## src/kl10_pkg.sv

```systemverilog
package kl10_pkg;

  // KL10 words are numbered from the left, so bit 0 is the most significant
  typedef logic [0:35] word_t;
  typedef logic [0:5]  slice_t;

  // The EDP data path is spread over six boards of six bits each
  localparam int SLICE_W    = 6;
  localparam int EDP_SLICES = 6;

  typedef struct packed {
    logic  driving;
    word_t data;
  } ebus_driver_t;

  // Diagnostic function code with the board select in the upper four bits
  typedef logic [0:3] ds_brd_t;
  typedef logic [0:2] ds_fn_t;

  typedef struct packed {
    ds_brd_t brd;
    ds_fn_t  fn;
  } ds_t;

  localparam ds_fn_t DS_FN_READ  = 3'o0;
  localparam ds_fn_t DS_FN_WRITE = 3'o1;

  // Board code zero is left unassigned so an idle ds selects nothing
  localparam ds_brd_t DS_BRD_APR = 4'h1;
  localparam ds_brd_t DS_BRD_CTL = 4'h2;
  localparam ds_brd_t DS_BRD_EDP = 4'h3;

  typedef enum logic [1:0] {
    OP_EBUS_RD,
    OP_EBUS_WR,
    OP_MEM_RD,
    OP_MEM_WR
  } fe_op_t;

  // Physical memory address made of PMA bits 14 through 35
  typedef logic [14:35] mem_adr_t;

  localparam int MEM_WORDS      = 1024;
  localparam int MEM_ACK_DELAY  = 2;
  localparam int MEM_READ_DELAY = 3;

endpackage

```

## src/ebus_slot.sv

```systemverilog
`timescale 1ns/1ps

// One diagnostic register on the EBUS. A full word board uses word_t,
// an EDP slice uses slice_t and owns only its six bits of the word
module ebus_slot #(
  parameter type                payload_t = kl10_pkg::word_t,
  parameter kl10_pkg::ds_brd_t  BOARD     = kl10_pkg::DS_BRD_APR,
  parameter int                 LSB       = 35
) (
  input  logic                   clk,
  input  logic                   rst_n,
  input  kl10_pkg::ds_t          ebus_ds,
  input  logic                   ebus_diag_strobe,
  input  kl10_pkg::word_t        ebus_data,
  output kl10_pkg::ebus_driver_t drv
);

  localparam int W   = $bits(payload_t);
  // Leftmost bit of the field, since bit 0 is the most significant
  localparam int MSB = LSB - W + 1;

  payload_t value;
  logic     sel;
  logic     rd;
  logic     wr;

  assign sel = (ebus_ds.brd == BOARD);
  assign rd  = sel && (ebus_ds.fn == kl10_pkg::DS_FN_READ);
  assign wr  = sel && (ebus_ds.fn == kl10_pkg::DS_FN_WRITE);

  always_ff @(posedge clk) begin
    if (!rst_n) begin
      value <= '0;
    end else if (wr && ebus_diag_strobe) begin
      value <= ebus_data[MSB +: W];
    end
  end

  // The slot drives back as soon as ds selects it for a read
  always_comb begin
    drv.driving = rd;
    drv.data    = '0;
    if (rd) begin
      drv.data[MSB +: W] = value;
    end
  end

endmodule

```

## config.mk

```make
export PLATFORM = sky130hd
export DESIGN_NAME = ebus_slot
export DESIGN_NICKNAME = d
export VERILOG_FILES = /design/src/kl10_pkg.sv /design/src/ebus_slot.sv
export SDC_FILE = /design/constraint.sdc
export NUM_CORES = 1
export LEC_CHECK = 0
export ABC_AREA = 1
export BUFFER_PORTS_ARGS = -buffer_cell sky130_fd_sc_hd__buf_2
export CAP_MARGIN = 25
export CORE_ASPECT_RATIO = 1.1
export CORE_MARGIN = 8
export CORE_UTILIZATION = 35
export CTS_BUF_LIST = sky130_fd_sc_hd__clkbuf_8
export DETAILED_ROUTE_END_ITERATION = 6
export SLEW_MARGIN = 25
export SYNTH_ARGS = -nofsm -noshare
export SYNTH_HDL_FRONTEND = slang
export SYNTH_SLANG_ARGS = --single-unit
```

## constraint.sdc

```tcl
create_clock -name clk -period 0.92 [get_ports clk]
set_clock_uncertainty 0.2 [all_clocks]
set_input_delay 0.046 -clock clk [delete_from_list [all_inputs] [get_ports clk]]
set_output_delay 0.046 -clock clk [all_outputs]
set_load 0.1 [all_outputs]
```

==> metrics.txt <==
post-synth top area share 31.6%; largest registers value (36); synthesized area 2280 sq um; Die Ht 101 microns; Syn Nets 371; period utilization 138%; clock tree sinks 36; GRT Total Usage 16.1%; initial drt markers 67; ys async rst share 0%; CTS tree built; post-synthesis average cell area 7.01 sq um; number of global-route vias before repair 2554; DRC 0; switching portion of total power 25.0%; pin count of the biggest net entering global routing 37; commonest non-fill, non-tap cell in the layout inv_1; register area share after synthesis 31.6%; Flop pwr share 48.3%; initial antenna violation count 0; Hold Slack -0.116 ns; root buffer cell clkbuf_8; Buffers on Ports 82; htree depth 2; Crit Path Max Fanout 8; # diodes 0; antenna violation net count after detailed routing 0; min Tclk post-route 1.27 ns; critical path class input port to output pin; remaining global-route overflow 0; Netlist cell types 18; fraction of layout cells with a size suffix above 1 66.6%; Setup crit end kind output pin; fmax 789 MHz; failing checks hold timing, setup timing; post-synthesis cell count 325; P_sw 810 uW; Worst-Margin Slew 0.664 ns; CORE AREA 6440 sq um; I/O pins 83; DIE WIDTH 92.9 microns; Hold Path Class input port to register; Area Overhead vs Synth 98.6%; Die ar. 9350 sq um; worst vdd ir 0.665 mV; LEAKAGE 0.00187 uW; Yosys warnings 0; Place WS -0.472 ns; Starting Density 35.4%; utilization after layout 70.2%; Comb pwr share 17.2%; Hold Vio Cnt, Final 36; # rows 31; most frequent cells in the layout inv_1, buf_12, nor2_1; fill cell count 472; Largest register FFs 36; via density per instance 4.39; CTS Buffer Depth 2; worst setup margin -0.348 ns; Startpoint Class input port; Worst EP arrival 1.02 ns; HPWL Detailed 4.38 mm; Worst-Skew Late Latency 0.27 ns; biggest area consumer among synthesized cells dfxtp_1; Clk pwr share 34.5%; r2r setup slk 0 ns; CTS buffer count 5; RSZ-0062 raised after global routing yes; dominant synthesized flop cell dfxtp_1; Clock transition at path regs 0.07 ns; PwrDens 716 nW/um^2; Post-synth EDFFs 0; largest register by flop count value; internal power 2430 uW; Routed WL 7.36 mm; worst endpoint required time 0.67 ns; first-pass GRT wire length 11.9 mm; Pre-Repair DR Iteration Count 4; routed length per placed instance 13.9 microns; #FFs+latches synth 36; final setup fails 73; worst rel slew slack 55.7%; Slew Limit Fails 0; Max Cap Viol 0; Placer Congestion 0.715; vias 2316; fin nets 491; top cells by area, synth dfxtp_1, nor2_4, nor2_1; outcome finished with violations
==> Yosys cell counts, types with 2 or more instances <==
| master | count |
|---|---|
| buf_6 | 9 |
| nand2_2 | 3 |
| nor2_8 | 2 |
| nand2_1 | 37 |
| nand3_1 | 36 |
| dfxtp_1 | 36 |
| nor2_1 | 80 |
| inv_1 | 76 |
| buf_1 | 3 |
| inv_2 | 3 |
| nor2_4 | 31 |
| buf_12 | 3 |
==> area by class of cell <==
cell class | count | area [sq um] | area share, %
flip-flops and latches | 36 | 762 | 16.8
multi-input cells | 193 | 1420 | 31.4
inverters | 79 | 345 | 7.63
repair buffers | 130 | 1800 | 39.9
clock buffers | 6 | 82.6 | 1.83
clock inverters | 2 | 7.51 | 0.166
well taps | 82 | 103 | 2.27
==> power by group through the flow <==
stage | registers (uW) | clock network, uW | logic, uW
finish | 1570 | 1120 | 556
global route | 1570 | 1210 | 599
CTS | 1570 | 1140 | 556
global placement | 1600 | 0 | 408
detailed placement | 1600 | 0 | 414
floorplan | 1600 | 0 | 241
==> worst max-delay path: stages <==
cell and delay [ns]:
buf_12 0.11, inv_16 0.05, nand2_8 0.05, nor2_8 0.13, nand2_8 0.11, buf_16 0.18, nor2_4 0.14, buf_12 0.18
==> per-layer routing <==
| metal | share of wire (%) | wire, microns | global-route usage [%] | up-vias |
|---|---|---|---|---|
| met2 | 55 | 4080 | 31.1 | 57 |
| li1 | - | - | - | 1163 |
| met3 | 4.4 | 326 | 3.28 | 9 |
| met5 | 0 | 0 | 0 | - |
| met1 | 38 | 2820 | 16.7 | 1087 |
| met4 | 1.8 | 134 | 5.09 | 0 |
==> logic make-up (layout without fill, tap and decap cells) <==
group | after synthesis | after routing | synth area share, %
flip-flops | 36 | 36 | 31.6
AND/OR/NAND/NOR | 193 | 193 | 47.2
buffers and inverters | 96 | 217 | 21.2
==> metrics by stage <==
step / total power (uW) / cell area [sq um] / std cells / TNS, ns
after detailed placement: 2020 / 3660 / 490 / -28.66
after global routing: 3380 / 4520 / 528 / -21.49
after CTS: 3260 / 4520 / 528 / -15.52
after floorplan: 1840 / 2580 / 325 / -17.53
after global placement: 2010 / 3660 / 490 / -27.25
final: 3240 / 4520 / 528 / -17.79
==> worst paths after layout <==
path / startpoint / end / cells past startpoint
max reg2reg: value[35]$_SDFFE_PN0P_ / value[35]$_SDFFE_PN0P_ / 3
min reg2reg: value[11]$_SDFFE_PN0P_ / value[11]$_SDFFE_PN0P_ / 2
min: ebus_data[21] / value[21]$_SDFFE_PN0P_ / 5
max: ebus_ds[6] / drv[34] / 8
==> timing repair <==
action,CTS,global route
gates cloned,13,2
buffers inserted,17,7
pin swaps,37,31
resized for setup,84,54
endpoints found under the setup margin,73,73
endpoints found under the hold margin,36,36
(Power assumes the default switching activity.)
