**src/kl10_pkg.sv**
```systemverilog
package kl10_pkg;

  // KL10 words are numbered from the left, so bit 0 is the most significant
  typedef logic [0:35] word_t;
  typedef logic [0:5]  slice_t;

  // The EDP data path is spread over six boards of six bits each
  localparam int SLICE_W    = 6;
  localparam int EDP_SLICES = 6;

  typedef struct packed {
    logic  driving;
    word_t data;
  } ebus_driver_t;

  // Diagnostic function code with the board select in the upper four bits
  typedef logic [0:3] ds_brd_t;
  typedef logic [0:2] ds_fn_t;

  typedef struct packed {
    ds_brd_t brd;
    ds_fn_t  fn;
  } ds_t;

  localparam ds_fn_t DS_FN_READ  = 3'o0;
  localparam ds_fn_t DS_FN_WRITE = 3'o1;

  // Board code zero is left unassigned so an idle ds selects nothing
  localparam ds_brd_t DS_BRD_APR = 4'h1;
  localparam ds_brd_t DS_BRD_CTL = 4'h2;
  localparam ds_brd_t DS_BRD_EDP = 4'h3;

  typedef enum logic [1:0] {
    OP_EBUS_RD,
    OP_EBUS_WR,
    OP_MEM_RD,
    OP_MEM_WR
  } fe_op_t;

  // Physical memory address made of PMA bits 14 through 35
  typedef logic [14:35] mem_adr_t;

  localparam int MEM_WORDS      = 1024;
  localparam int MEM_ACK_DELAY  = 2;
  localparam int MEM_READ_DELAY = 3;

endpackage

```
**src/fe_diag_port.sv**
```systemverilog
`timescale 1ns/1ps

module fe_diag_port (
  input  logic                   clk,
  input  logic                   rst_n,
  input  logic                   fe_req,
  input  kl10_pkg::fe_op_t       fe_op,
  input  kl10_pkg::ds_t          fe_ds,
  input  kl10_pkg::mem_adr_t     fe_adr,
  input  kl10_pkg::word_t        fe_wdata,
  input  kl10_pkg::word_t        ebus_data,
  input  logic                   mem_done,
  input  kl10_pkg::word_t        mem_rdata,
  output logic                   fe_ack,
  output kl10_pkg::word_t        fe_rdata,
  output kl10_pkg::ds_t          ebus_ds,
  output logic                   ebus_diag_strobe,
  output kl10_pkg::ebus_driver_t fe_drv,
  output logic                   mem_req,
  output logic                   mem_wr,
  output kl10_pkg::mem_adr_t     mem_adr,
  output kl10_pkg::word_t        mem_wdata
);

  typedef enum logic [2:0] {
    S_IDLE,
    S_SETUP,
    S_STROBE,
    S_MEM,
    S_ACK
  } state_t;

  state_t           state;
  kl10_pkg::fe_op_t cmd_op;
  logic             drv_on;
  kl10_pkg::word_t  drv_data;
  logic             accept;
  logic             is_ebus;

  // fe_ack is always low in idle, so idle with a request is a new command
  assign accept  = (state == S_IDLE) && fe_req;
  assign is_ebus = (fe_op == kl10_pkg::OP_EBUS_RD) || (fe_op == kl10_pkg::OP_EBUS_WR);
  assign fe_drv  = '{driving: drv_on, data: drv_data};

  always_ff @(posedge clk) begin
    if (!rst_n) begin
      state            <= S_IDLE;
      cmd_op           <= kl10_pkg::OP_EBUS_RD;
      fe_ack           <= 1'b0;
      ebus_ds          <= '0;
      ebus_diag_strobe <= 1'b0;
      drv_on           <= 1'b0;
      mem_req          <= 1'b0;
    end else begin
      case (state)
        S_IDLE: begin
          if (accept) begin
            cmd_op <= fe_op;
            if (is_ebus) begin
              // Cycle 1 puts the function code on the bus
              ebus_ds <= fe_ds;
              drv_on  <= (fe_op == kl10_pkg::OP_EBUS_WR);
              state   <= S_SETUP;
            end else begin
              mem_req <= 1'b1;
              state   <= S_MEM;
            end
          end
        end
        S_SETUP: begin
          ebus_diag_strobe <= (cmd_op == kl10_pkg::OP_EBUS_WR);
          state            <= S_STROBE;
        end
        S_STROBE: begin
          // The addressed board latches on this edge, then the bus goes idle
          ebus_diag_strobe <= 1'b0;
          drv_on           <= 1'b0;
          ebus_ds          <= '0;
          fe_ack           <= 1'b1;
          state            <= S_ACK;
        end
        S_MEM: begin
          if (mem_done) begin
            mem_req <= 1'b0;
            fe_ack  <= 1'b1;
            state   <= S_ACK;
          end
        end
        S_ACK: begin
          if (!fe_req) begin
            fe_ack <= 1'b0;
            state  <= S_IDLE;
          end
        end
        default: state <= S_IDLE;
      endcase
    end
  end

  always_ff @(posedge clk) begin
    if (accept) begin
      drv_data  <= fe_wdata;
      mem_wr    <= (fe_op == kl10_pkg::OP_MEM_WR);
      mem_adr   <= fe_adr;
      mem_wdata <= fe_wdata;
    end
    // Read data is held until the next read so it stays valid under fe_ack
    if (state == S_SETUP && cmd_op == kl10_pkg::OP_EBUS_RD) begin
      fe_rdata <= ebus_data;
    end else if (state == S_MEM && mem_done && !mem_wr) begin
      fe_rdata <= mem_rdata;
    end
  end

endmodule

```
**config.mk**
```make
export PLATFORM = sky130hd
export DESIGN_NAME = fe_diag_port
export DESIGN_NICKNAME = d
export VERILOG_FILES = /design/src/kl10_pkg.sv /design/src/fe_diag_port.sv
export SDC_FILE = /design/constraint.sdc
export NUM_CORES = 1
export LEC_CHECK = 0
export BUFFER_PORTS_ARGS = -buffer_cell sky130_fd_sc_hd__buf_2
export CORE_MARGIN = 2
export CORE_UTILIZATION = 38
export DETAILED_ROUTE_END_ITERATION = 8
export GPL_TIMING_DRIVEN = 0
export PLACE_DENSITY_LB_ADDON = 0.25
export SLEW_MARGIN = 40
export SYNTH_ARGS = -nofsm -noshare
export SYNTH_HDL_FRONTEND = slang
export SYNTH_SLANG_ARGS = --single-unit
```
**constraint.sdc**
```tcl
create_clock -name clk -period 5.9 [get_ports clk]
set_input_delay 1.18 -clock clk [delete_from_list [all_inputs] [get_ports clk]]
set_output_delay 1.18 -clock clk [all_outputs]
set_load 0.05 [all_outputs]
```
==> results_dict.tcl <==
set metrics [dict create \
    wl_per_cell_um 15.8 \
    fillers 1002 \
    cp_max_fo 11 \
    arrival_ps 2770 \
    synth_top_area_cell "edfxtp_1" \
    m1WireLength_mm 3.98 \
    synthesis.area_um2 4350 \
    relSlewSlack_pct 64.0 \
    diodes 0 \
    coreArea_um2 11300 \
    ir_worst_vdd_v 0.000177 \
    drive_gt1_share_pct 68.8 \
    syn_avg_cell_area_um2 16.9 \
    ys_types 35 \
    nets 703 \
    clock_sinks 111 \
    drv_slew 0 \
    clock_skew_ps 9.37 \
    clk_path_buf_depth 2 \
    met2_wirelength_mm 6.16 \
    path_cells "buf_2, nor4b_4, buf_4, buf_4, buf_4, buf_4, buf_4" \
    whs_path_depth 2 \
    power_frac_comb_pct 26.3 \
    stdcell_count 708 \
    worst_pin_slew_ps 540 \
    numCtsBuffers 9 \
    end_kind "flip-flop" \
    timing.hold.ws_ps 464 \
    highest_layer "met4" \
    placed_cells 692 \
    grt_max_degree 37 \
    dp_hpwl_mm 8.94 \
    min_path_type "reg2reg" \
    maxCapViolCount 0 \
    finalSetupTns_ps 0 \
    ant_nets 0 \
    cts_resized 0 \
    rsz0062_at_grt "no" \
    grt_pass1_wl_mm 16.9 \
    finalHoldViolCount 0 \
    cts_setup_buffers 0 \
    h-tree-depth 3 \
    die_y_um 111 \
    p_sw_share_pct 32.2 \
    dieWidth_um 111 \
    cts_tree "yes" \
    synth_ff_type "edfxtp_1" \
    yosysSeqAreaShare_pct 72.9 \
    finalCritPeriodShare_pct 46.1 \
    period_minus_slack_ps 2720 \
    critPathTopFamily "buffers and inverters" \
    synth_seq_cells 111 \
    clkPwrFrac_pct 27.5 \
    cp.required_ps 5950 \
    synthCells 257 \
    wl_met3_um 830 \
    gp_congestion 0.798 \
    routed_wl_mm 11.2 \
    power_mw 2.07 \
    syn2layout_area_growth_pct 44.8 \
    cts_root_buffer "clkbuf_16" \
    run_status "complete, no violations" \
    drc 0 \
    dr.pass1.iters 4 \
    slowest_delay_ps 380 \
    synth_top_area_share_pct 65.6 \
    p_switching_uw 665 \
    power_frac_seq_pct 46.2 \
    clk_latency_ps 350 \
    synth_most_common_cell "edfxtp_1" \
    leakagePower_nw 2.85 \
    dieArea_um2 12300 \
    setup_viol 0 \
    antenna_found_initial 0 \
    grt_pass1_vias 3176 \
    synth.area.top_cells "edfxtp_1, mux2_2, dfxtp_1" \
    worstSetupPathDepth 7 \
    criticalPathCategory "in2reg" \
    hold_buffers 0 \
    grt_use_total_pct 17.9 \
    synth_enable_flop_cells 95 \
    synth.yosys.warnings 0 \
    io_pins 285 \
    cp_common_cell "buf_4" \
    vias 3161 \
    intPower_mw 1.40 \
    r2r_cells 7 \
    drt-initial-drc-count 99 \
    max_freq_mhz 367 \
    cp-start-kind "input port" \
    placementRows 39 \
    initial_core_util_pct 38.6 \
    io_buffer_count 284 \
    grt_overflow 0 \
    crit_buf_inv 6 \
    async_flop_share_pct 0 \
    clk_pin_slew_ps 70 \
    powerDensity_nw_per_um2 328 \
    netlist_top_cells_count "edfxtp_1, buf_4, mux2_2" \
    cp_slowest_cell "nor4b_4" \
    syn_nets 400 \
    routed_via_density 4.46 \
]
[per-stage QoR]
stage	instance area (µm²)	util (%)	setup slack, ps
after floorplan	4350	-	2220
after global placement	5950	52.8	1280
after detailed placement	6020	53.4	2810
after CTS	6300	55.9	3170
after global routing	6300	55.9	3050
final	6300	55.9	3180
[path summary, 6_finish.rpt]
check / start / endpoint / slack (ps)
setup / recovery: fe_req / drv_data[31]$_DFFE_PP_ / 3180
hold / removal: drv_on$_SDFFE_PN0P_ / drv_on$_SDFFE_PN0P_ / 460
setup reg to reg: state[0]$_SDFFE_PN0P_ / drv_data[31]$_DFFE_PP_ / 3440
hold reg to reg: drv_on$_SDFFE_PN0P_ / drv_on$_SDFFE_PN0P_ / 460
[metal layers]
layer	global-route usage (%)	vias to the layer above
li1	-	1519
met1	18.8	1485
met2	33.9	142
met3	4.76	15
met4	6.33	0
met5	0	-
[power by group through the flow]
stage / logic [mW] / clock network [mW] / registers (mW)
after global routing: 0.570 / 0.615 / 0.961
after global placement: 0.533 / 0 / 0.974
after detailed placement: 0.549 / 0 / 0.973
after floorplan: 0.198 / 0 / 1.17
after CTS: 0.550 / 0.584 / 0.956
final: 0.545 / 0.568 / 0.955
[cell usage in the layout, fill, tap and decap left out, types with 2 or more instances in the layout]
| cell | count |
|---|---|
| mux2i_1 | 10 |
| mux2_1 | 2 |
| nand2_1 | 11 |
| a21oi_1 | 3 |
| clkbuf_16 | 9 |
| buf_2 | 286 |
| clkbuf_8 | 2 |
| edfxtp_1 | 95 |
| clkbuf_1 | 5 |
| mux2_2 | 35 |
| dfxtp_1 | 16 |
| nand3_1 | 7 |
| buf_6 | 4 |
| o21ai_0 | 2 |
| inv_1 | 3 |
| buf_4 | 44 |
| buf_1 | 2 |
| nor2_1 | 8 |
[cells by family after synthesis]
| kind of cell | synth area share (%) |
|---|---|
| compound gates | 1.93 |
| buf+inv | 8.00 |
| flops | 72.9 |
| mux | 11.9 |
| simple gates | 5.26 |
[worst min-delay path: cells and delay by family, from the launching register on]
family	cells	cell delay, ps
DFF	1	310
and+or+nand+nor	1	50
muxes	1	50
[registers in the layout (all words and copies together) (netlist names)]
signal / cells
ebus_ds: 7
mem_wr: 1
mem_req: 1
mem_adr: 22
drv_data: 36
state: 3
fe_ack: 1
fe_rdata: 36
cmd_op: 2
drv_on: 1
ebus_diag_strobe: 1
[cell type report]
| cell class | count | area [µm²] | area share, % |
|---|---|---|---|
| Clock buffer | 14 | 264 | 4.19 |
| Sequential cell | 111 | 3170 | 50.4 |
| Multi-Input combinational cell | 97 | 832 | 13.2 |
| Clock inverter | 2 | 16.3 | 0.258 |
| Timing Repair Buffer | 292 | 1490 | 23.6 |
| Inverter | 3 | 11.3 | 0.179 |
| Tap cell | 143 | 179 | 2.84 |
| Buffer | 46 | 337 | 5.34 |
Power figures use the tool's default switching activity.
