### src/kl10_pkg.sv
package kl10_pkg;

  // KL10 words are numbered from the left, so bit 0 is the most significant
  typedef logic [0:35] word_t;
  typedef logic [0:5]  slice_t;

  // The EDP data path is spread over six boards of six bits each
  localparam int SLICE_W    = 6;
  localparam int EDP_SLICES = 6;

  typedef struct packed {
    logic  driving;
    word_t data;
  } ebus_driver_t;

  // Diagnostic function code with the board select in the upper four bits
  typedef logic [0:3] ds_brd_t;
  typedef logic [0:2] ds_fn_t;

  typedef struct packed {
    ds_brd_t brd;
    ds_fn_t  fn;
  } ds_t;

  localparam ds_fn_t DS_FN_READ  = 3'o0;
  localparam ds_fn_t DS_FN_WRITE = 3'o1;

  // Board code zero is left unassigned so an idle ds selects nothing
  localparam ds_brd_t DS_BRD_APR = 4'h1;
  localparam ds_brd_t DS_BRD_CTL = 4'h2;
  localparam ds_brd_t DS_BRD_EDP = 4'h3;

  typedef enum logic [1:0] {
    OP_EBUS_RD,
    OP_EBUS_WR,
    OP_MEM_RD,
    OP_MEM_WR
  } fe_op_t;

  // Physical memory address made of PMA bits 14 through 35
  typedef logic [14:35] mem_adr_t;

  localparam int MEM_WORDS      = 1024;
  localparam int MEM_ACK_DELAY  = 2;
  localparam int MEM_READ_DELAY = 3;

endpackage

### src/ebus_mux.sv
`timescale 1ns/1ps

module ebus_mux (
  input  kl10_pkg::ebus_driver_t fe_drv,
  input  kl10_pkg::ebus_driver_t apr_drv,
  input  kl10_pkg::ebus_driver_t ctl_drv,
  input  kl10_pkg::ebus_driver_t edp_drv [kl10_pkg::EDP_SLICES],
  output kl10_pkg::word_t        ebus_data
);

  logic            edp_any;
  kl10_pkg::word_t edp_word;

  // Each EDP slice contributes only its own six bits.
  // Slice 0 sits at bits 30..35 and slice 5 at bits 0..5
  always_comb begin
    edp_any  = 1'b0;
    edp_word = '0;
    for (int i = 0; i < kl10_pkg::EDP_SLICES; i++) begin
      edp_any = edp_any | edp_drv[i].driving;
      edp_word[30 - kl10_pkg::SLICE_W * i +: kl10_pkg::SLICE_W] =
        edp_drv[i].data[30 - kl10_pkg::SLICE_W * i +: kl10_pkg::SLICE_W];
    end
  end

  // The front end wins over any board, an idle bus reads as zero
  always_comb begin
    if (fe_drv.driving) begin
      ebus_data = fe_drv.data;
    end else if (apr_drv.driving) begin
      ebus_data = apr_drv.data;
    end else if (ctl_drv.driving) begin
      ebus_data = ctl_drv.data;
    end else if (edp_any) begin
      ebus_data = edp_word;
    end else begin
      ebus_data = '0;
    end
  end

endmodule

### config.mk
export PLATFORM = sky130hd
export DESIGN_NAME = ebus_mux
export DESIGN_NICKNAME = d
export VERILOG_FILES = /design/src/kl10_pkg.sv /design/src/ebus_mux.sv
export SDC_FILE = /design/constraint.sdc
export NUM_CORES = 1
export LEC_CHECK = 0
export BUFFER_PORTS_ARGS = -buffer_cell sky130_fd_sc_hd__buf_2
export CORE_AREA = 10 10 134 136
export DETAILED_ROUTE_END_ITERATION = 6
export DIE_AREA = 0 0 144 146
export MAX_ROUTING_LAYER = met4
export PLACE_DENSITY = 0.42
export SLEW_MARGIN = 40
export SYNTH_ARGS = -nofsm -noshare
export SYNTH_HDL_FRONTEND = slang
export SYNTH_SLANG_ARGS = --single-unit
### constraint.sdc
create_clock -name vclk -period 6.71
set_input_delay 1.6775 -clock vclk [all_inputs]
set_output_delay 1.6775 -clock vclk [all_outputs]
set_load 0.01 [all_outputs]
==> results of run 1 <==
area by class of cell:
| type | instances | area (sq um) |
|---|---|---|
| timing repair buffer | 196 | 1030 |
| antenna | 11 | 27.5 |
| inverter | 1 | 3.75 |
| multi-input combinational | 148 | 996 |
| tap | 192 | 240 |
| fill | 1798 | 13200 |
worst min-delay path: stages:
cell and delay [ns]:
buf_2 0.07, nor2b_1 0.03, o22ai_1 0.09, buf_2 0.15
logic make-up after synthesis:
family,count (synthesis)
AOI/OAI and AO/OA,109
and+or+nand+nor,39
buffers and inverters,23
power by group through the flow:
stage / sequential (mW) / combinational (mW) / clock, mW
floorplan: 0 / 0.0674 / 0
global placement: 0 / 0.147 / 0
detailed placement: 0 / 0.152 / 0
CTS: 0 / 0.153 / 0
global route: 0 / 0.166 / 0.000000219
finish: 0 / 0.150 / 0.000000220
synthesized netlist by cell type (all sizes together):
| master | instances |
|---|---|
| inv | 1 |
| o31ai | 1 |
| clkbuf | 15 |
| a221oi | 36 |
| o21ai | 36 |
| o22ai | 36 |
| or4 | 1 |
| nor2b | 37 |
| buf | 7 |
| nor2 | 1 |
metal layers:
metal / track usage (%) / part of all wire (%)
met5: - / 0
met4: 0.613 / 0.51
met3: 3.85 / 12
met2: 13.1 / 46
met1: 9.22 / 42
worst min-delay path by stage:
stage	endpoint	slack, ns	cells past startpoint
2_1_floorplan	ebus_data[0]	3.51	2
3_3_place_gp	ebus_data[10]	3.70	4
3_5_place_dp	ebus_data[33]	3.71	4
4_1_cts	ebus_data[33]	3.71	4
5_1_grt	ebus_data[33]	3.71	4
6_report	ebus_data[22]	3.70	4
through the flow:
step,worst slack (ns),utilization (%),cells,power [mW],cell area (sq um)
2_1_floorplan,2.17,-,171,0.0674,1100
3_3_place_gp,1.45,14.4,535,0.147,2220
3_5_place_dp,1.57,14.6,537,0.152,2270
4_1_cts,1.57,14.6,537,0.153,2270
5_1_grt,1.70,14.8,548,0.166,2300
6_report,1.86,14.8,548,0.150,2300
==> impl_metrics.env, run 1 <==
export IMPL_firstDrtPassIters=4
export IMPL_clkbuf_count=0
export IMPL_gp_congestion=0.754
export IMPL_outcome="completed"
export IMPL_layout_common_cells="buf_2, o21ai_0, a221oi_1, nor2b_1, o22ai_1"
export IMPL_cts_setup_buffers=0
export IMPL_yosysTopAreaCell="a221oi_1"
export IMPL_drtIter0Drc=71
export IMPL_setup_tns_final_ns=0
export IMPL_muxShareOfSynthArea_pct=0
export IMPL_synthAdderAreaFrac_pct=0
export IMPL_path_cells="buf_2, or4_4, o31ai_4, buf_4, o22ai_1, buf_2"
export IMPL_startpoint_type="input port"
export IMPL_worst_endpoint_required_ns=5.03
export IMPL_synth_xor_area_share_pct=0
export IMPL_finalCriticalPeriod_ns=4.85
export IMPL_grt_start_max_net_pins=47
export IMPL_synth_cell_type_count=12
export IMPL_initial_core_util_pct=7.10
export IMPL_fp_row_count=46
export IMPL_drive_above_1_share_pct=57.7
export IMPL_worst_path_buf_inv=3
export IMPL_synth_top_cells_by_area="a221oi_1, nor2b_1, o22ai_1, o21ai_0, clkbuf_1"
export IMPL_drc_errors=0
export IMPL_critical_path_class="input port to primary output"
export IMPL_startpoint="edp_drv[184]"
export IMPL_whs_ns=3.70
export IMPL_design_seq_count=0
export IMPL_core_area_sq_um=15500
export IMPL_regArea_sq_um=0
export IMPL_dieArea_sq_um=21000
export IMPL_syn_instance_count=171
export IMPL_yosys_area_share_simple_pct=22.4
export IMPL_ys_seq_area_share_pct=0
export IMPL_viasPerCell=4.07
export IMPL_crit_arrival_ns=3.18
export IMPL_rsz0062_at_grt="false"
export IMPL_max_slew_margin_pct=67.4
export IMPL_max_stage_delay_ns=0.54
export IMPL_internal_power_mw=0.0748
export IMPL_crit_slowest_cell="or4_4"
export IMPL_synth_top_family_by_area="compound AO/OA/AOI/OAI gates"
export IMPL_crit_top_cell="buf_2"
export IMPL_p_sw_share_pct=50.2
export IMPL_setup_viol=0
export IMPL_finalMaxSlewViolations=0
export IMPL_cp_end_kind="primary output"
export IMPL_yosysWarnings=0
export IMPL_finalNetCount=680
export IMPL_synth_area_per_cell_sq_um=6.43
export IMPL_p_per_area_nw_per_um2=65.4
export IMPL_dp_hpwl_microns=7980
export IMPL_cp_top_family="buffers and inverters"
export IMPL_die_h_microns=146
export IMPL_netSwitchingPower_mw=0.0753
export IMPL_antenna_found_initial=13
export IMPL_netlist_area_sq_um=1100
export IMPL_place_port_buffers=189
export IMPL_final_hold_violation_count=0
export IMPL_worstMarginPinSlew_ns=0.489
export IMPL_comb_power_share_pct=100.0
export IMPL_synth_top_area_share_pct=28.7
export IMPL_max_freq_mhz=206
export IMPL_crit_cells=6
export IMPL_seqPwrFrac_pct=0
export IMPL_die_w_microns=144
export IMPL_irDropWorstVdd_mv=0.0286
export IMPL_grt_overflow_total=0
export IMPL_worstPathMaxFanout=19
export IMPL_routed_wl_microns=9330
export IMPL_cap_violations=0
export IMPL_grt_pass1_wl_microns=13300
export IMPL_crit_end="ebus_data[27]"
export IMPL_syn2layout_area_growth_pct=109
export IMPL_grt_pass1_vias=2412
export IMPL_worstHoldStart="fe_drv[22]"
export IMPL_antenna_left=0
export IMPL_clkPwrFrac_pct=0
export IMPL_routedWlPerCell_microns=17.0
export IMPL_layout_commonest_cell="buf_2"
export IMPL_cts_hold_buf=0
export IMPL_power_leakage_nw=1.03
export IMPL_pin_count=369
export IMPL_syn_num_nets=504
export IMPL_cts_resized_gates=0
export IMPL_vias=2232
export IMPL_hold_class="input port to primary output"
export IMPL_fin_crit_sh_pct=72.3
export IMPL_grt_total_usage_pct=8.08
export IMPL_synth_compound_area_share_pct=67.5
No activity file was read; power rests on OpenSTA's default activity.
==> inputs of run 2 (changes only) <==
--- a/config.mk
+++ b/config.mk
@@ -5,12 +5,13 @@
 export SDC_FILE = /design/constraint.sdc
 export NUM_CORES = 1
 export LEC_CHECK = 0
+export ABC_AREA = 1
 export BUFFER_PORTS_ARGS = -buffer_cell sky130_fd_sc_hd__buf_2
 export CORE_AREA = 10 10 134 136
 export DETAILED_ROUTE_END_ITERATION = 6
 export DIE_AREA = 0 0 144 146
 export MAX_ROUTING_LAYER = met4
-export PLACE_DENSITY = 0.42
+export PLACE_DENSITY = 0.47
 export SLEW_MARGIN = 40
 export SYNTH_ARGS = -nofsm -noshare
 export SYNTH_HDL_FRONTEND = slang
==> constraint.sdc (replaced) <==
create_clock -name vclk -period 4.6
set_input_delay 1.15 -clock vclk [all_inputs]
set_output_delay 1.15 -clock vclk [all_outputs]
set_load 0.01 [all_outputs]
==> impl_metrics.env, run 2 <==
export IMPL_report_power_total_mw=0.234
export IMPL_worstMarginPinSlew_ns=0.661
export IMPL_layout_commonest_cell="buf_2"
export IMPL_yosys_top_cells_count="nand2_1, a21oi_1, inv_1, nor2_1, clkbuf_8"
export IMPL_cts_resized_gates=0
export IMPL_clkbuf_count=0
export IMPL_setup_tns_final_ns=0
export IMPL_synth_cell_type_count=11
export IMPL_grt_pass1_vias=2756
export IMPL_regArea_sq_um=0
export IMPL_place_port_buffers=189
export IMPL_grt_use_met3_pct=4.47
export IMPL_drc_errors=0
export IMPL_firstDrtPassIters=4
export IMPL_worstHoldStart="fe_drv[7]"
export IMPL_muxShareOfSynthArea_pct=0
export IMPL_setup_viol=0
export IMPL_ys_seq_area_share_pct=0
export IMPL_placed_cell_area_sq_um=2710
export IMPL_cp_end_kind="primary output"
export IMPL_drive_above_1_share_pct=35.5
export IMPL_max_freq_mhz=284
export IMPL_worstPathMaxFanout=40
export IMPL_gp_congestion=0.744
export IMPL_dp_hpwl_microns=8120
export IMPL_pin_count=369
export IMPL_viasPerCell=3.59
export IMPL_grt_start_max_net_pins=41
export IMPL_startpoint_type="input port"
export IMPL_cts_hold_buf=0
export IMPL_finalNetCount=893
export IMPL_initial_core_util_pct=11.7
export IMPL_max_stage_delay_ns=0.51
export IMPL_syn_num_nets=724
export IMPL_outcome="completed"
export IMPL_yosysMostFrequentCell="nand2_1"
export IMPL_fin_crit_sh_pct=76.5
export IMPL_drtIter0Drc=45
export IMPL_core_area_sq_um=15500
export IMPL_worst_endpoint_required_ns=3.45
export IMPL_nFillCells=1887
export IMPL_cts_setup_buffers=0
export IMPL_yosys_area_share_simple_pct=46.8
export IMPL_whs_ns=2.58
export IMPL_rsz0062_at_grt="false"
export IMPL_synth_top_family_by_area="simple AND/OR/NAND/NOR gates"
export IMPL_crit_arrival_ns=2.37
export IMPL_power_leakage_nw=1.84
export IMPL_syn_instance_count=391
export IMPL_layout_common_cells="buf_2, nand2_1, inv_1, a21oi_1, nor2_1"
export IMPL_synthAdderAreaFrac_pct=0
export IMPL_yosysWarnings=0
export IMPL_finalCriticalPeriod_ns=3.52
export IMPL_irDropWorstVdd_mv=0.0350
export IMPL_design_seq_count=0
export IMPL_min_path_cells=4
export IMPL_p_per_area_nw_per_um2=85.7
export IMPL_finalMaxSlewViolations=0
export IMPL_grt_pass1_wl_microns=14500
export IMPL_final_hold_violation_count=0
export IMPL_netlist_area_sq_um=1810
export IMPL_die_h_microns=146
export IMPL_grt_total_usage_pct=8.78
export IMPL_final_area_sq_um=2740
export IMPL_critical_path_class="input port to primary output"
export IMPL_syn2layout_area_growth_pct=51.1
export IMPL_die_w_microns=144
export IMPL_synth_top_area_share_pct=37.3
export IMPL_dieArea_sq_um=21000
export IMPL_yosysTopAreaCell="nand2_1"
export IMPL_synth_top_cells_by_area="nand2_1, a21oi_1, inv_1, clkbuf_8, nor2_1"
export IMPL_max_slew_margin_pct=56.0
export IMPL_routed_wl_microns=9690
export IMPL_crit_slowest_cell="buf_2"
export IMPL_busiest_layer="met2"
export IMPL_synth_compound_area_share_pct=19.9
export IMPL_vias=2727
export IMPL_synth_area_per_cell_sq_um=4.63
export IMPL_antenna_found_initial=11
export IMPL_use_met2_pct=13.4
export IMPL_hold_class="input port to primary output"
export IMPL_fin_util_pct=17.7
export IMPL_routedWlPerCell_microns=12.8
export IMPL_path_cells="buf_2, buf_12, a21oi_1, nand2_1, nand2_1, nand2_1, buf_2"
export IMPL_cap_violations=0
export IMPL_fp_row_count=46
export IMPL_use_met1_pct=10.7
export IMPL_crit_top_cell="nand2_1"
export IMPL_grt_overflow_total=0
export IMPL_min_to="ebus_data[7]"
export IMPL_antenna_left=0
export IMPL_synth_xor_area_share_pct=0
run 2: cell count changes in the layout (fill, tap and decap cells not counted), sizes merged, moves of 2 or more:
cell / delta
a221oi: -36
inv: +71
o21ai: -36
buf: -2
a21oi: +72
o22ai: -36
diode: -2
nor2: +38
nand2: +180
nor2b: -37
run 2: worst max-delay path by stage:
stage / start / endpoint / slack [ns] / cells past startpoint
3_5_place_dp: apr_drv[36] / ebus_data[10] / 1.05 / 6
3_3_place_gp: apr_drv[36] / ebus_data[10] / 1.03 / 6
2_1_floorplan: edp_drv[36] / ebus_data[25] / 1.67 / 7
5_1_grt: apr_drv[36] / ebus_data[4] / 0.91 / 7
4_1_cts: apr_drv[36] / ebus_data[1] / 1.04 / 7
6_report: apr_drv[36] / ebus_data[8] / 1.08 / 7
run 2: per-stage QoR:
stage	setup WS, ns	cells
2_1_floorplan	1.67	391
3_3_place_gp	1.03	750
3_5_place_dp	1.05	750
4_1_cts	1.04	750
5_1_grt	0.908	759
6_report	1.08	759
run 2: layout make-up:
type | instances | area [sq um] | share of cell area, %
inverter | 72 | 270 | 9.88
tap | 192 | 240 | 8.78
multi-input combinational | 292 | 1210 | 44.1
timing repair buffer | 194 | 996 | 36.4
antenna | 9 | 22.5 | 0.823
run 2: routing by layer:
metal,up-vias,part of all wire [%]
met4,0,0.28
li1,1499,-
met1,1112,46
met5,-,0
met3,2,13
met2,114,42
run 2: cell families (layout without fill, tap and decap cells):
| family | Yosys count | in the layout |
|---|---|---|
| buf+inv | 99 | 266 |
| simple gates | 220 | 220 |
| other cells | 0 | 9 |
| compound gates | 72 | 72 |
run 2: report_power, final:
part,leakage (nW),internal (mW),switching [mW]
clock network,0.0000570,0.000000262,0
registers,0,0,0
logic,1.84,0.109,0.125
run 2: critical path: cells and delay by family:
| kind | cells | cell delay (ns) |
|---|---|---|
| compound gates | 1 | 0.06 |
| simple gates | 3 | 0.19 |
| buf+inv | 3 | 0.93 |
