[src/kl10_pkg.sv]
package kl10_pkg;

  // KL10 words are numbered from the left, so bit 0 is the most significant
  typedef logic [0:35] word_t;
  typedef logic [0:5]  slice_t;

  // The EDP data path is spread over six boards of six bits each
  localparam int SLICE_W    = 6;
  localparam int EDP_SLICES = 6;

  typedef struct packed {
    logic  driving;
    word_t data;
  } ebus_driver_t;

  // Diagnostic function code with the board select in the upper four bits
  typedef logic [0:3] ds_brd_t;
  typedef logic [0:2] ds_fn_t;

  typedef struct packed {
    ds_brd_t brd;
    ds_fn_t  fn;
  } ds_t;

  localparam ds_fn_t DS_FN_READ  = 3'o0;
  localparam ds_fn_t DS_FN_WRITE = 3'o1;

  // Board code zero is left unassigned so an idle ds selects nothing
  localparam ds_brd_t DS_BRD_APR = 4'h1;
  localparam ds_brd_t DS_BRD_CTL = 4'h2;
  localparam ds_brd_t DS_BRD_EDP = 4'h3;

  typedef enum logic [1:0] {
    OP_EBUS_RD,
    OP_EBUS_WR,
    OP_MEM_RD,
    OP_MEM_WR
  } fe_op_t;

  // Physical memory address made of PMA bits 14 through 35
  typedef logic [14:35] mem_adr_t;

  localparam int MEM_WORDS      = 1024;
  localparam int MEM_ACK_DELAY  = 2;
  localparam int MEM_READ_DELAY = 3;

endpackage

[src/mbus_if.sv]
`timescale 1ns/1ps

// Memory bus between the MBOX and one memory controller
interface mbus_if;

  // The MBOX holds start until the controller acknowledges
  logic                 start;
  logic                 rd_rq;
  logic                 wr_rq;
  kl10_pkg::mem_adr_t   adr;
  kl10_pkg::word_t      d_out;

  // The controller answers with single cycle ackn and in_valid pulses
  logic                 ackn;
  kl10_pkg::word_t      d_in;
  logic                 in_valid;

  modport mbox (
    output start, rd_rq, wr_rq, adr, d_out,
    input  ackn, d_in, in_valid
  );

  modport memory (
    input  start, rd_rq, wr_rq, adr, d_out,
    output ackn, d_in, in_valid
  );

endinterface

[src/mbox_port.sv]
`timescale 1ns/1ps

module mbox_port (
  input  logic               clk,
  input  logic               rst_n,
  input  logic               mem_req,
  input  logic               mem_wr,
  input  kl10_pkg::mem_adr_t mem_adr,
  input  kl10_pkg::word_t    mem_wdata,
  output logic               mem_done,
  output kl10_pkg::word_t    mem_rdata,
  mbus_if.mbox               mbus
);

  typedef enum logic [1:0] {
    M_IDLE,
    M_START,
    M_READ
  } state_t;

  state_t state;
  logic   accept;

  // mem_req is still high in the cycle after done, so done blocks a restart
  assign accept = (state == M_IDLE) && mem_req && !mem_done;

  always_ff @(posedge clk) begin
    if (!rst_n) begin
      state      <= M_IDLE;
      mem_done   <= 1'b0;
      mbus.start <= 1'b0;
      mbus.rd_rq <= 1'b0;
      mbus.wr_rq <= 1'b0;
    end else begin
      mem_done <= 1'b0;
      case (state)
        M_IDLE: begin
          if (accept) begin
            mbus.start <= 1'b1;
            mbus.rd_rq <= !mem_wr;
            mbus.wr_rq <= mem_wr;
            state      <= M_START;
          end
        end
        M_START: begin
          if (mbus.ackn) begin
            mbus.start <= 1'b0;
            mbus.rd_rq <= 1'b0;
            mbus.wr_rq <= 1'b0;
            // A write is finished at acknowledge, a read waits for data
            if (mbus.wr_rq) begin
              mem_done <= 1'b1;
              state    <= M_IDLE;
            end else begin
              state <= M_READ;
            end
          end
        end
        M_READ: begin
          if (mbus.in_valid) begin
            mem_done <= 1'b1;
            state    <= M_IDLE;
          end
        end
        default: state <= M_IDLE;
      endcase
    end
  end

  always_ff @(posedge clk) begin
    if (accept) begin
      mbus.adr   <= mem_adr;
      mbus.d_out <= mem_wdata;
    end
    if (state == M_READ && mbus.in_valid) begin
      mem_rdata <= mbus.d_in;
    end
  end

endmodule

[src/flat_wrapper.sv]
// flat-port wrapper written by rule: the top's interface ports become plain ports
module mbox_port_flat 
  (clk, rst_n, mem_req, mem_wr, mem_adr, mem_wdata, mem_done, mem_rdata, mbus_start, mbus_rd_rq, mbus_wr_rq, mbus_adr, mbus_d_out, mbus_ackn, mbus_d_in, mbus_in_valid);
  mbus_if mbus_i ();
  input  logic clk;
  input  logic rst_n;
  input  logic mem_req;
  input  logic mem_wr;
  input  kl10_pkg::mem_adr_t mem_adr;
  input  kl10_pkg::word_t mem_wdata;
  output logic mem_done;
  output kl10_pkg::word_t mem_rdata;
  output wire logic [$bits(mbus_i.start)-1:0] mbus_start;
  output wire logic [$bits(mbus_i.rd_rq)-1:0] mbus_rd_rq;
  output wire logic [$bits(mbus_i.wr_rq)-1:0] mbus_wr_rq;
  output wire logic [$bits(mbus_i.adr)-1:0] mbus_adr;
  output wire logic [$bits(mbus_i.d_out)-1:0] mbus_d_out;
  input wire logic [$bits(mbus_i.ackn)-1:0] mbus_ackn;
  input wire logic [$bits(mbus_i.d_in)-1:0] mbus_d_in;
  input wire logic [$bits(mbus_i.in_valid)-1:0] mbus_in_valid;
  assign mbus_start = mbus_i.start;
  assign mbus_rd_rq = mbus_i.rd_rq;
  assign mbus_wr_rq = mbus_i.wr_rq;
  assign mbus_adr = mbus_i.adr;
  assign mbus_d_out = mbus_i.d_out;
  assign mbus_i.ackn = mbus_ackn;
  assign mbus_i.d_in = mbus_d_in;
  assign mbus_i.in_valid = mbus_in_valid;
  mbox_port u_core (.clk(clk), .rst_n(rst_n), .mem_req(mem_req), .mem_wr(mem_wr), .mem_adr(mem_adr), .mem_wdata(mem_wdata), .mem_done(mem_done), .mem_rdata(mem_rdata), .mbus(mbus_i));
endmodule
[config.mk]
export PLATFORM = sky130hd
export DESIGN_NAME = mbox_port_flat
export DESIGN_NICKNAME = d
export VERILOG_FILES = /design/src/kl10_pkg.sv /design/src/mbus_if.sv /design/src/mbox_port.sv /design/src/flat_wrapper.sv
export SDC_FILE = /design/constraint.sdc
export NUM_CORES = 1
export LEC_CHECK = 0
export ABC_AREA = 1
export BUFFER_PORTS_ARGS = -buffer_cell sky130_fd_sc_hd__buf_2
export CAP_MARGIN = 20
export CORE_MARGIN = 3
export CORE_UTILIZATION = 38
export DETAILED_ROUTE_END_ITERATION = 10
export PLACE_DENSITY = 0.84
export SLEW_MARGIN = 20
export SYNTH_ARGS = -nofsm -noshare
export SYNTH_HDL_FRONTEND = slang
export SYNTH_SLANG_ARGS = --single-unit
[constraint.sdc]
create_clock -name clk -period 2.25 [get_ports clk]
set_input_delay 0.45 -clock clk [delete_from_list [all_inputs] [get_ports clk]]
set_output_delay 0.45 -clock clk [all_outputs]
set_load 0.02 [all_outputs]
==> results of run 1 <==
[layout make-up]
class	count	area share
inverter	12	0.00980
sequential	100	0.641
multi-input combinational	37	0.0422
antenna	1	0.000545
timing repair buffer	200	0.222
clock buffer	10	0.0278
tap	102	0.0278
clock inverter	6	0.0291
[state kept, by name, indices dropped and copies added, names as in the netlist]
register and count:
u_core.mbus.start 1, u_core.mem_rdata 36, u_core.mbus.rd_rq 1, u_core.state 2, u_core.mem_done 1, u_core.mbus.adr 22
u_core.mbus.d_out 36, u_core.mbus.wr_rq 1
[layout by cell type, fill, tap and decap left out, drive strengths merged, types with 4 or more instances in the layout]
master,n
bufinv,4
ha,4
inv,13
nor2,7
clkbuf,10
nand3,5
dfxtp,6
nand2,15
buf,200
a21oi,5
edfxtp,94
[layer usage]
layer  vias up  track usage
met5         -            0
met3        12       0.0804
met1       908        0.162
met2       149        0.257
li1        972            -
met4         2       0.0607
[through the flow]
stage	hold slack, ns	std cells	worst slack [ns]
after global placement	0.448	451	0.711
after global routing	0.230	467	0.524
after detailed placement	0.460	451	0.653
after CTS	0.246	467	0.634
after floorplan	0.482	149	0.0508
final	0.270	468	0.645
[cells by family (layout without fill, tap and decap cells)]
kind of cell             count (synthesis)  after routing  share of synthesized area
flip-flops                             100            100                      0.925
adder cells (fa/ha/maj)                  4              4                     0.0157
AND/OR/NAND/NOR                         28             28                     0.0374
buffers and inverters                   12            228                     0.0142
AO/OA/AOI/OAI                            5              5                    0.00786
other                                    0              1                          0
[cells in the mapped netlist]
cell type and number:
edfxtp_1 94, nand2_1 14, inv_1 12, dfxtp_1 6
nor2_1 6, a21oi_1 5, nand3_1 5, ha_1 4
nand2_2 1, nor2_2 1, or2_0 1
[power by group through the flow]
stage	clock network, W	logic, W	registers [W]
after global placement	0	0.00138	0.00268
after global routing	0.00156	0.00151	0.00269
after detailed placement	0	0.00142	0.00270
after CTS	0.00147	0.00142	0.00266
after floorplan	0	0.000357	0.00318
final	0.00142	0.00140	0.00265
[final timing paths]
check / start / end / depth (start not counted)
worst max-delay path: u_core.state[0] / u_core.mbus.d_out[12] / 5
worst min-delay path: mem_adr[4] / u_core.mbus.adr[4] / 1
worst max register to register: u_core.state[0] / u_core.mbus.d_out[12] / 5
worst min register to register: u_core.mbus.rd_rq / u_core.mbus.rd_rq / 2
==> out/metrics.yaml, run 1 <==
drt:
  drc: 0
  met2WireLength_mm: 3.52
  vias_per_cell: 4.37
  drt-pass1-iter-count: 4
  met3WireLength_mm: 1.08
  highest_layer: "met5"
  wirelength_mm: 7.18
  avgRoutedWirePerCell_um: 15.3
  vias: 2043
  drt-met1-wl_mm: 2.45
  ant_nets: 0
  drtIter0Drc: 69
finish:
  final_util: 0.580
  final_nets: 464
  fill_cells: 613
  synthToLayoutAreaGrowth_pct: 44.4
  drive_gt1_frac: 0.597
  area.sequential_mm2: 0.00294
  finalInstanceArea_mm2: 0.00459
  multi_input_area_um2: 194
placement:
  placed_cell_area_mm2: 0.00433
  hpwlAfterDp_mm: 5.70
  place.gp.congestion: 0.800
  portBuffers: 197
sta:
  finalSetupTns_ns: 0
  period_share: 0.713
  fin_worst_skew_ns: 0.0107
  rsz0062_at_grt: "no"
  slew_viol_final: 0
  max_freq_mhz: 623
  worst_slew_pin_slew_ns: 0.422
  slew_headroom: 0.718
  post-route-min-period_ns: 1.61
  hold_viol: 0
  final-setup-viol-count: 0
pwr:
  cellLeakagePower_nw: 2.01
  clock_power_share: 0.260
  swShare: 0.303
  power_w: 0.00547
  seqPwrFrac: 0.484
  ir_drop_v: 0.000540
  p_switching_w: 0.00166
  comb_power_share: 0.256
  p_per_area_mw_per_mm2: 1190
  power.internal_w: 0.00382
global_routing:
  antenna_found_initial: 1
  grt_pass1_wl_mm: 11.0
  grt_start_max_net_pins: 38
  overflow: 0
  grt_pass1_vias: 2209
  gr-usage-all-layers: 0.153
status:
  status: "complete, no violations"
run:
  drv_cap: 0
critical_path:
  ff2ff_setup_slack_ns: 0.64
  slowest_delay_ns: 0.33
  path_class: "reg2reg"
  worst-path-max-fanout: 37
  arrival_ns: 1.64
  crit_chain: "inv_1, ha_1, nand3_1, inv_2, buf_12"
  cp_data_required_time_ns: 2.29
  slowest_stage: "dfxtp_1"
  end_kind: "flop"
  critical_path.top_delay_family: "buffers and inverters"
  cp_num_buf_inv: 3
  cp-start-kind: "flop"
die:
  placementRows: 32
  dieWidth_um: 97.5
  die-area_mm2: 0.00951
  die_y_um: 97.5
  initial_core_util: 0.401
  io_pins: 198
  fp.coreArea_mm2: 0.00793
yosys:
  seq_area_frac_synth: 0.925
  ys_seq_elements: 100
  synthCells: 149
  yosysWarnings: 0
  synth_area_mm2: 0.00318
  synth.net_count: 253
  synth_largest_area_cell: "edfxtp_1"
  yosys.area.top_type_share: 0.887
  synthTopCellsByArea: "edfxtp_1 89%, dfxtp_1 3.8%, nand2_1 1.7%"
  synth.distinct_cells: 11
  syn-mean-instance-area_um2: 21.4
clock_network:
  ctsHoldBuffers: 0
  post_cts_buffers: 0
  cts-root-buf: "clkbuf_8"
  cts_max_level: 3
  clkTransAtPathRegs_ns: 0.10
  cts_buffers: 9
  post_cts_resized: 0
  clock_latency_ns: 0.34
  clockBufferDepth: 2
  cts_tree: "yes"
  cts_sinks: 100
min_path:
  hold_path.class: "in2reg"
No activity file was read; power rests on OpenSTA's default activity.
==> run 2: changes to the inputs <==
Clock period 2.25 ns to 1.33 ns, I/O delays scaled along.
==> run 2 against run 1 <==
Compared with the run above: clock-buffer cell count is the same; combinational power is 100% higher; sequential power rose by 69%; die area is the same; non-clock buffer count rose by 8; core utilization grew 1.6 points; critical path type unchanged; largest power group unchanged; routed wire length up 1.9%; via count is 2.4% higher.
==> out/metrics.yaml, run 2 (synthesis results as in run 1) <==
status:
  status: "complete, no violations"  # unchanged
sta:
  period_share: 0.996  # was 0.713
  fin_worst_skew_ns: 0.0118  # was 0.0107 ns
  post-route-min-period_ns: 1.32  # was 1.61 ns
  fin_hold_ws_ns: 0.0788  # was 0.270 ns
  max_freq_mhz: 755  # was 623 MHz
  worst_slew_pin_slew_ns: 0.256  # was 0.422 ns
  slew_viol_final: 0  # unchanged
  slew_headroom: 0.829  # was 0.718
  hold_viol: 0  # unchanged
  final-setup-viol-count: 0  # unchanged
  rsz0062_at_grt: "yes"  # was no
critical_path:
  cp_num_buf_inv: 4  # was 3
  end_kind: "flop"  # unchanged
  arrival_ns: 1.39  # was 1.64 ns
  slowest_delay_ns: 0.35  # was 0.33 ns
  path_class: "reg2reg"  # unchanged
  cpMostUsedCell: "buf_12"
  cp-start-kind: "flop"  # unchanged
  r2r-start: "u_core.state[1]"  # was u_core.state[0]
  slowest_stage: "dfxtp_2"  # was dfxtp_1
  crit_chain: "inv_2, ha_4, nand3_4, clkinvlp_4, buf_12, buf_12"  # was inv_1, ha_1, nand3_1, inv_2, buf_12
  worst-path-max-fanout: 14  # was 37
  cp_data_required_time_ns: 1.40  # was 2.29 ns
  ff2ff_setup_slack_ns: 0.005  # was 0.64 ns
  cp-startpoint: "u_core.state[1]"  # was u_core.state[0]
  critical_path.top_delay_family: "buffers and inverters"  # unchanged
die:
  dieWidth_um: 97.5  # unchanged
  die_y_um: 97.5  # unchanged
  placementRows: 32  # unchanged
  fp.coreArea_mm2: 0.00793  # unchanged
  io_pins: 198  # unchanged
  die-area_mm2: 0.00951  # unchanged
  initial_core_util: 0.401  # unchanged
pwr:
  seqPwrFrac: 0.486  # was 0.484
  power.internal_w: 0.00626  # was 0.00382 W
  swShare: 0.323  # was 0.303
  p_switching_w: 0.00299  # was 0.00166 W
  cellLeakagePower_nw: 2.03  # was 2.01 nW
  ir_drop_v: 0.000726  # was 0.000540 V
  clock_power_share: 0.211  # was 0.260
  comb_power_share: 0.303  # was 0.256
  p_per_area_mw_per_mm2: 1960  # was 1190 mW/mm2
finish:
  diodes: 0  # was 1
  final_cell_mix: "197 x buf_2, 94 x edfxtp_1, 13 x nand2_1"  # was 197 x buf_2, 94 x edfxtp_1, 14 x nand2_1
  final_common_cell: "buf_2"  # unchanged
  final_nets: 472  # was 464
  reg_top3: "u_core.mbus.d_out (36), u_core.mem_rdata (36), u_core.mbus.adr (22)"  # unchanged
  synthToLayoutAreaGrowth_pct: 48.4  # was 44.4%
  layout.cells.non_filler: 475  # was 468
  drive_gt1_frac: 0.630  # was 0.597
drt:
  wirelength_mm: 7.31  # was 7.18 mm
  drtIter0Drc: 46  # was 69
  drt-pass1-iter-count: 4  # unchanged
  ant_nets: 0  # unchanged
  drc: 0  # unchanged
  vias_per_cell: 4.41  # was 4.37
  vias: 2093  # was 2043
  avgRoutedWirePerCell_um: 15.4  # was 15.3 um
global_routing:
  met1_usage: 0.154  # was 0.162
  use_met3: 0.0732  # was 0.0804
  grt-busiest-layer: "met2"  # unchanged
  grt_pass1_vias: 2262  # was 2209
  grt_pass1_wl_mm: 11.3  # was 11.0 mm
  grtUsageMet2: 0.276  # was 0.257
  grt_start_max_net_pins: 22  # was 38
  overflow: 0  # unchanged
  gr-usage-all-layers: 0.155  # was 0.153
  antenna_found_initial: 0  # was 1
clock_network:
  cts-root-buf: "clkbuf_8"  # unchanged
  clkTransAtPathRegs_ns: 0.10  # about the same
  cts_max_level: 3  # unchanged
  cts_buffers: 9  # unchanged
  cts_tree: "yes"  # unchanged
  clockBufferDepth: 2  # unchanged
  cts_sinks: 100  # unchanged
  clock_latency_ns: 0.35  # was 0.34 ns
placement:
  placedCellCount: 456  # was 451
  portBuffers: 197  # unchanged
  place.gp.congestion: 0.786  # was 0.800
  hpwlAfterDp_mm: 6.00  # was 5.70 mm
min_path:
  hold_path.class: "in2reg"  # unchanged
  min_from: "mem_wdata[4]"  # was mem_adr[4]
run:
  drv_cap: 0  # unchanged
==> run 2: through the flow <==
stage	worst slack, ns	total power (W)	instance area, um2	TNS [ns]	util
after floorplan	-0.503	0.00608	3220	-37.13	-
after global placement	-0.00894	0.00708	4430	-0.218	0.559
after detailed placement	-0.00496	0.00718	4430	-0.121	0.559
after CTS	-0.00496	0.00928	4690	-0.0516	0.592
after global routing	-0.0330	0.00976	4720	-1.33	0.596
final	0.00546	0.00924	4720	0	0.596
==> run 2: cell type report <==
cell class                      count  area (um2)
Sequential cell                   100        2950
Clock buffer                       10         128
Inverter                           12        52.6
Fill cell                         631        3210
Multi-Input combinational cell     37         229
Clock inverter                      6        82.6
Timing Repair Buffer              208        1160
Tap cell                          102         128
==> run 2: per-layer routing <==
layer  vias up  share of wire
met5         -              0
met4         0          0.025
met3        16           0.12
met2       140           0.52
met1       949           0.33
li1        988              -
==> run 2: power groups by stage <==
stage	clock, W	combinational, W	sequential [W]
finish	0.00195	0.00280	0.00449
global route	0.00219	0.00302	0.00455
floorplan	0	0.000690	0.00539
global placement	0	0.00255	0.00453
CTS	0.00202	0.00277	0.00450
detailed placement	0	0.00261	0.00457
==> run 2: repair_timing <==
action	in CTS	in global routing
buffers inserted	1	1
hold buffers	0	0
endpoints found under the hold margin	0	0
resized for setup	2	6
pin swaps	0	1
gates cloned	1	0
setup endpoints to repair	55	84
==> run 2: worst paths after layout <==
| path | endpoint | cells after the start |
|---|---|---|
| max | u_core.mbus.d_out[21] | 6 |
| min | u_core.mbus.d_out[4] | 1 |
| max reg2reg | u_core.mbus.d_out[21] | 6 |
| min reg2reg | u_core.mbus.rd_rq | 2 |
==> run 2: worst reg2reg max path, delay by kind of cell (launching register included) <==
family	cells	cell delay [ns]
simple gates	1	0.08
fa+ha+maj	1	0.15
flops	1	0.35
buf+inv	4	0.46
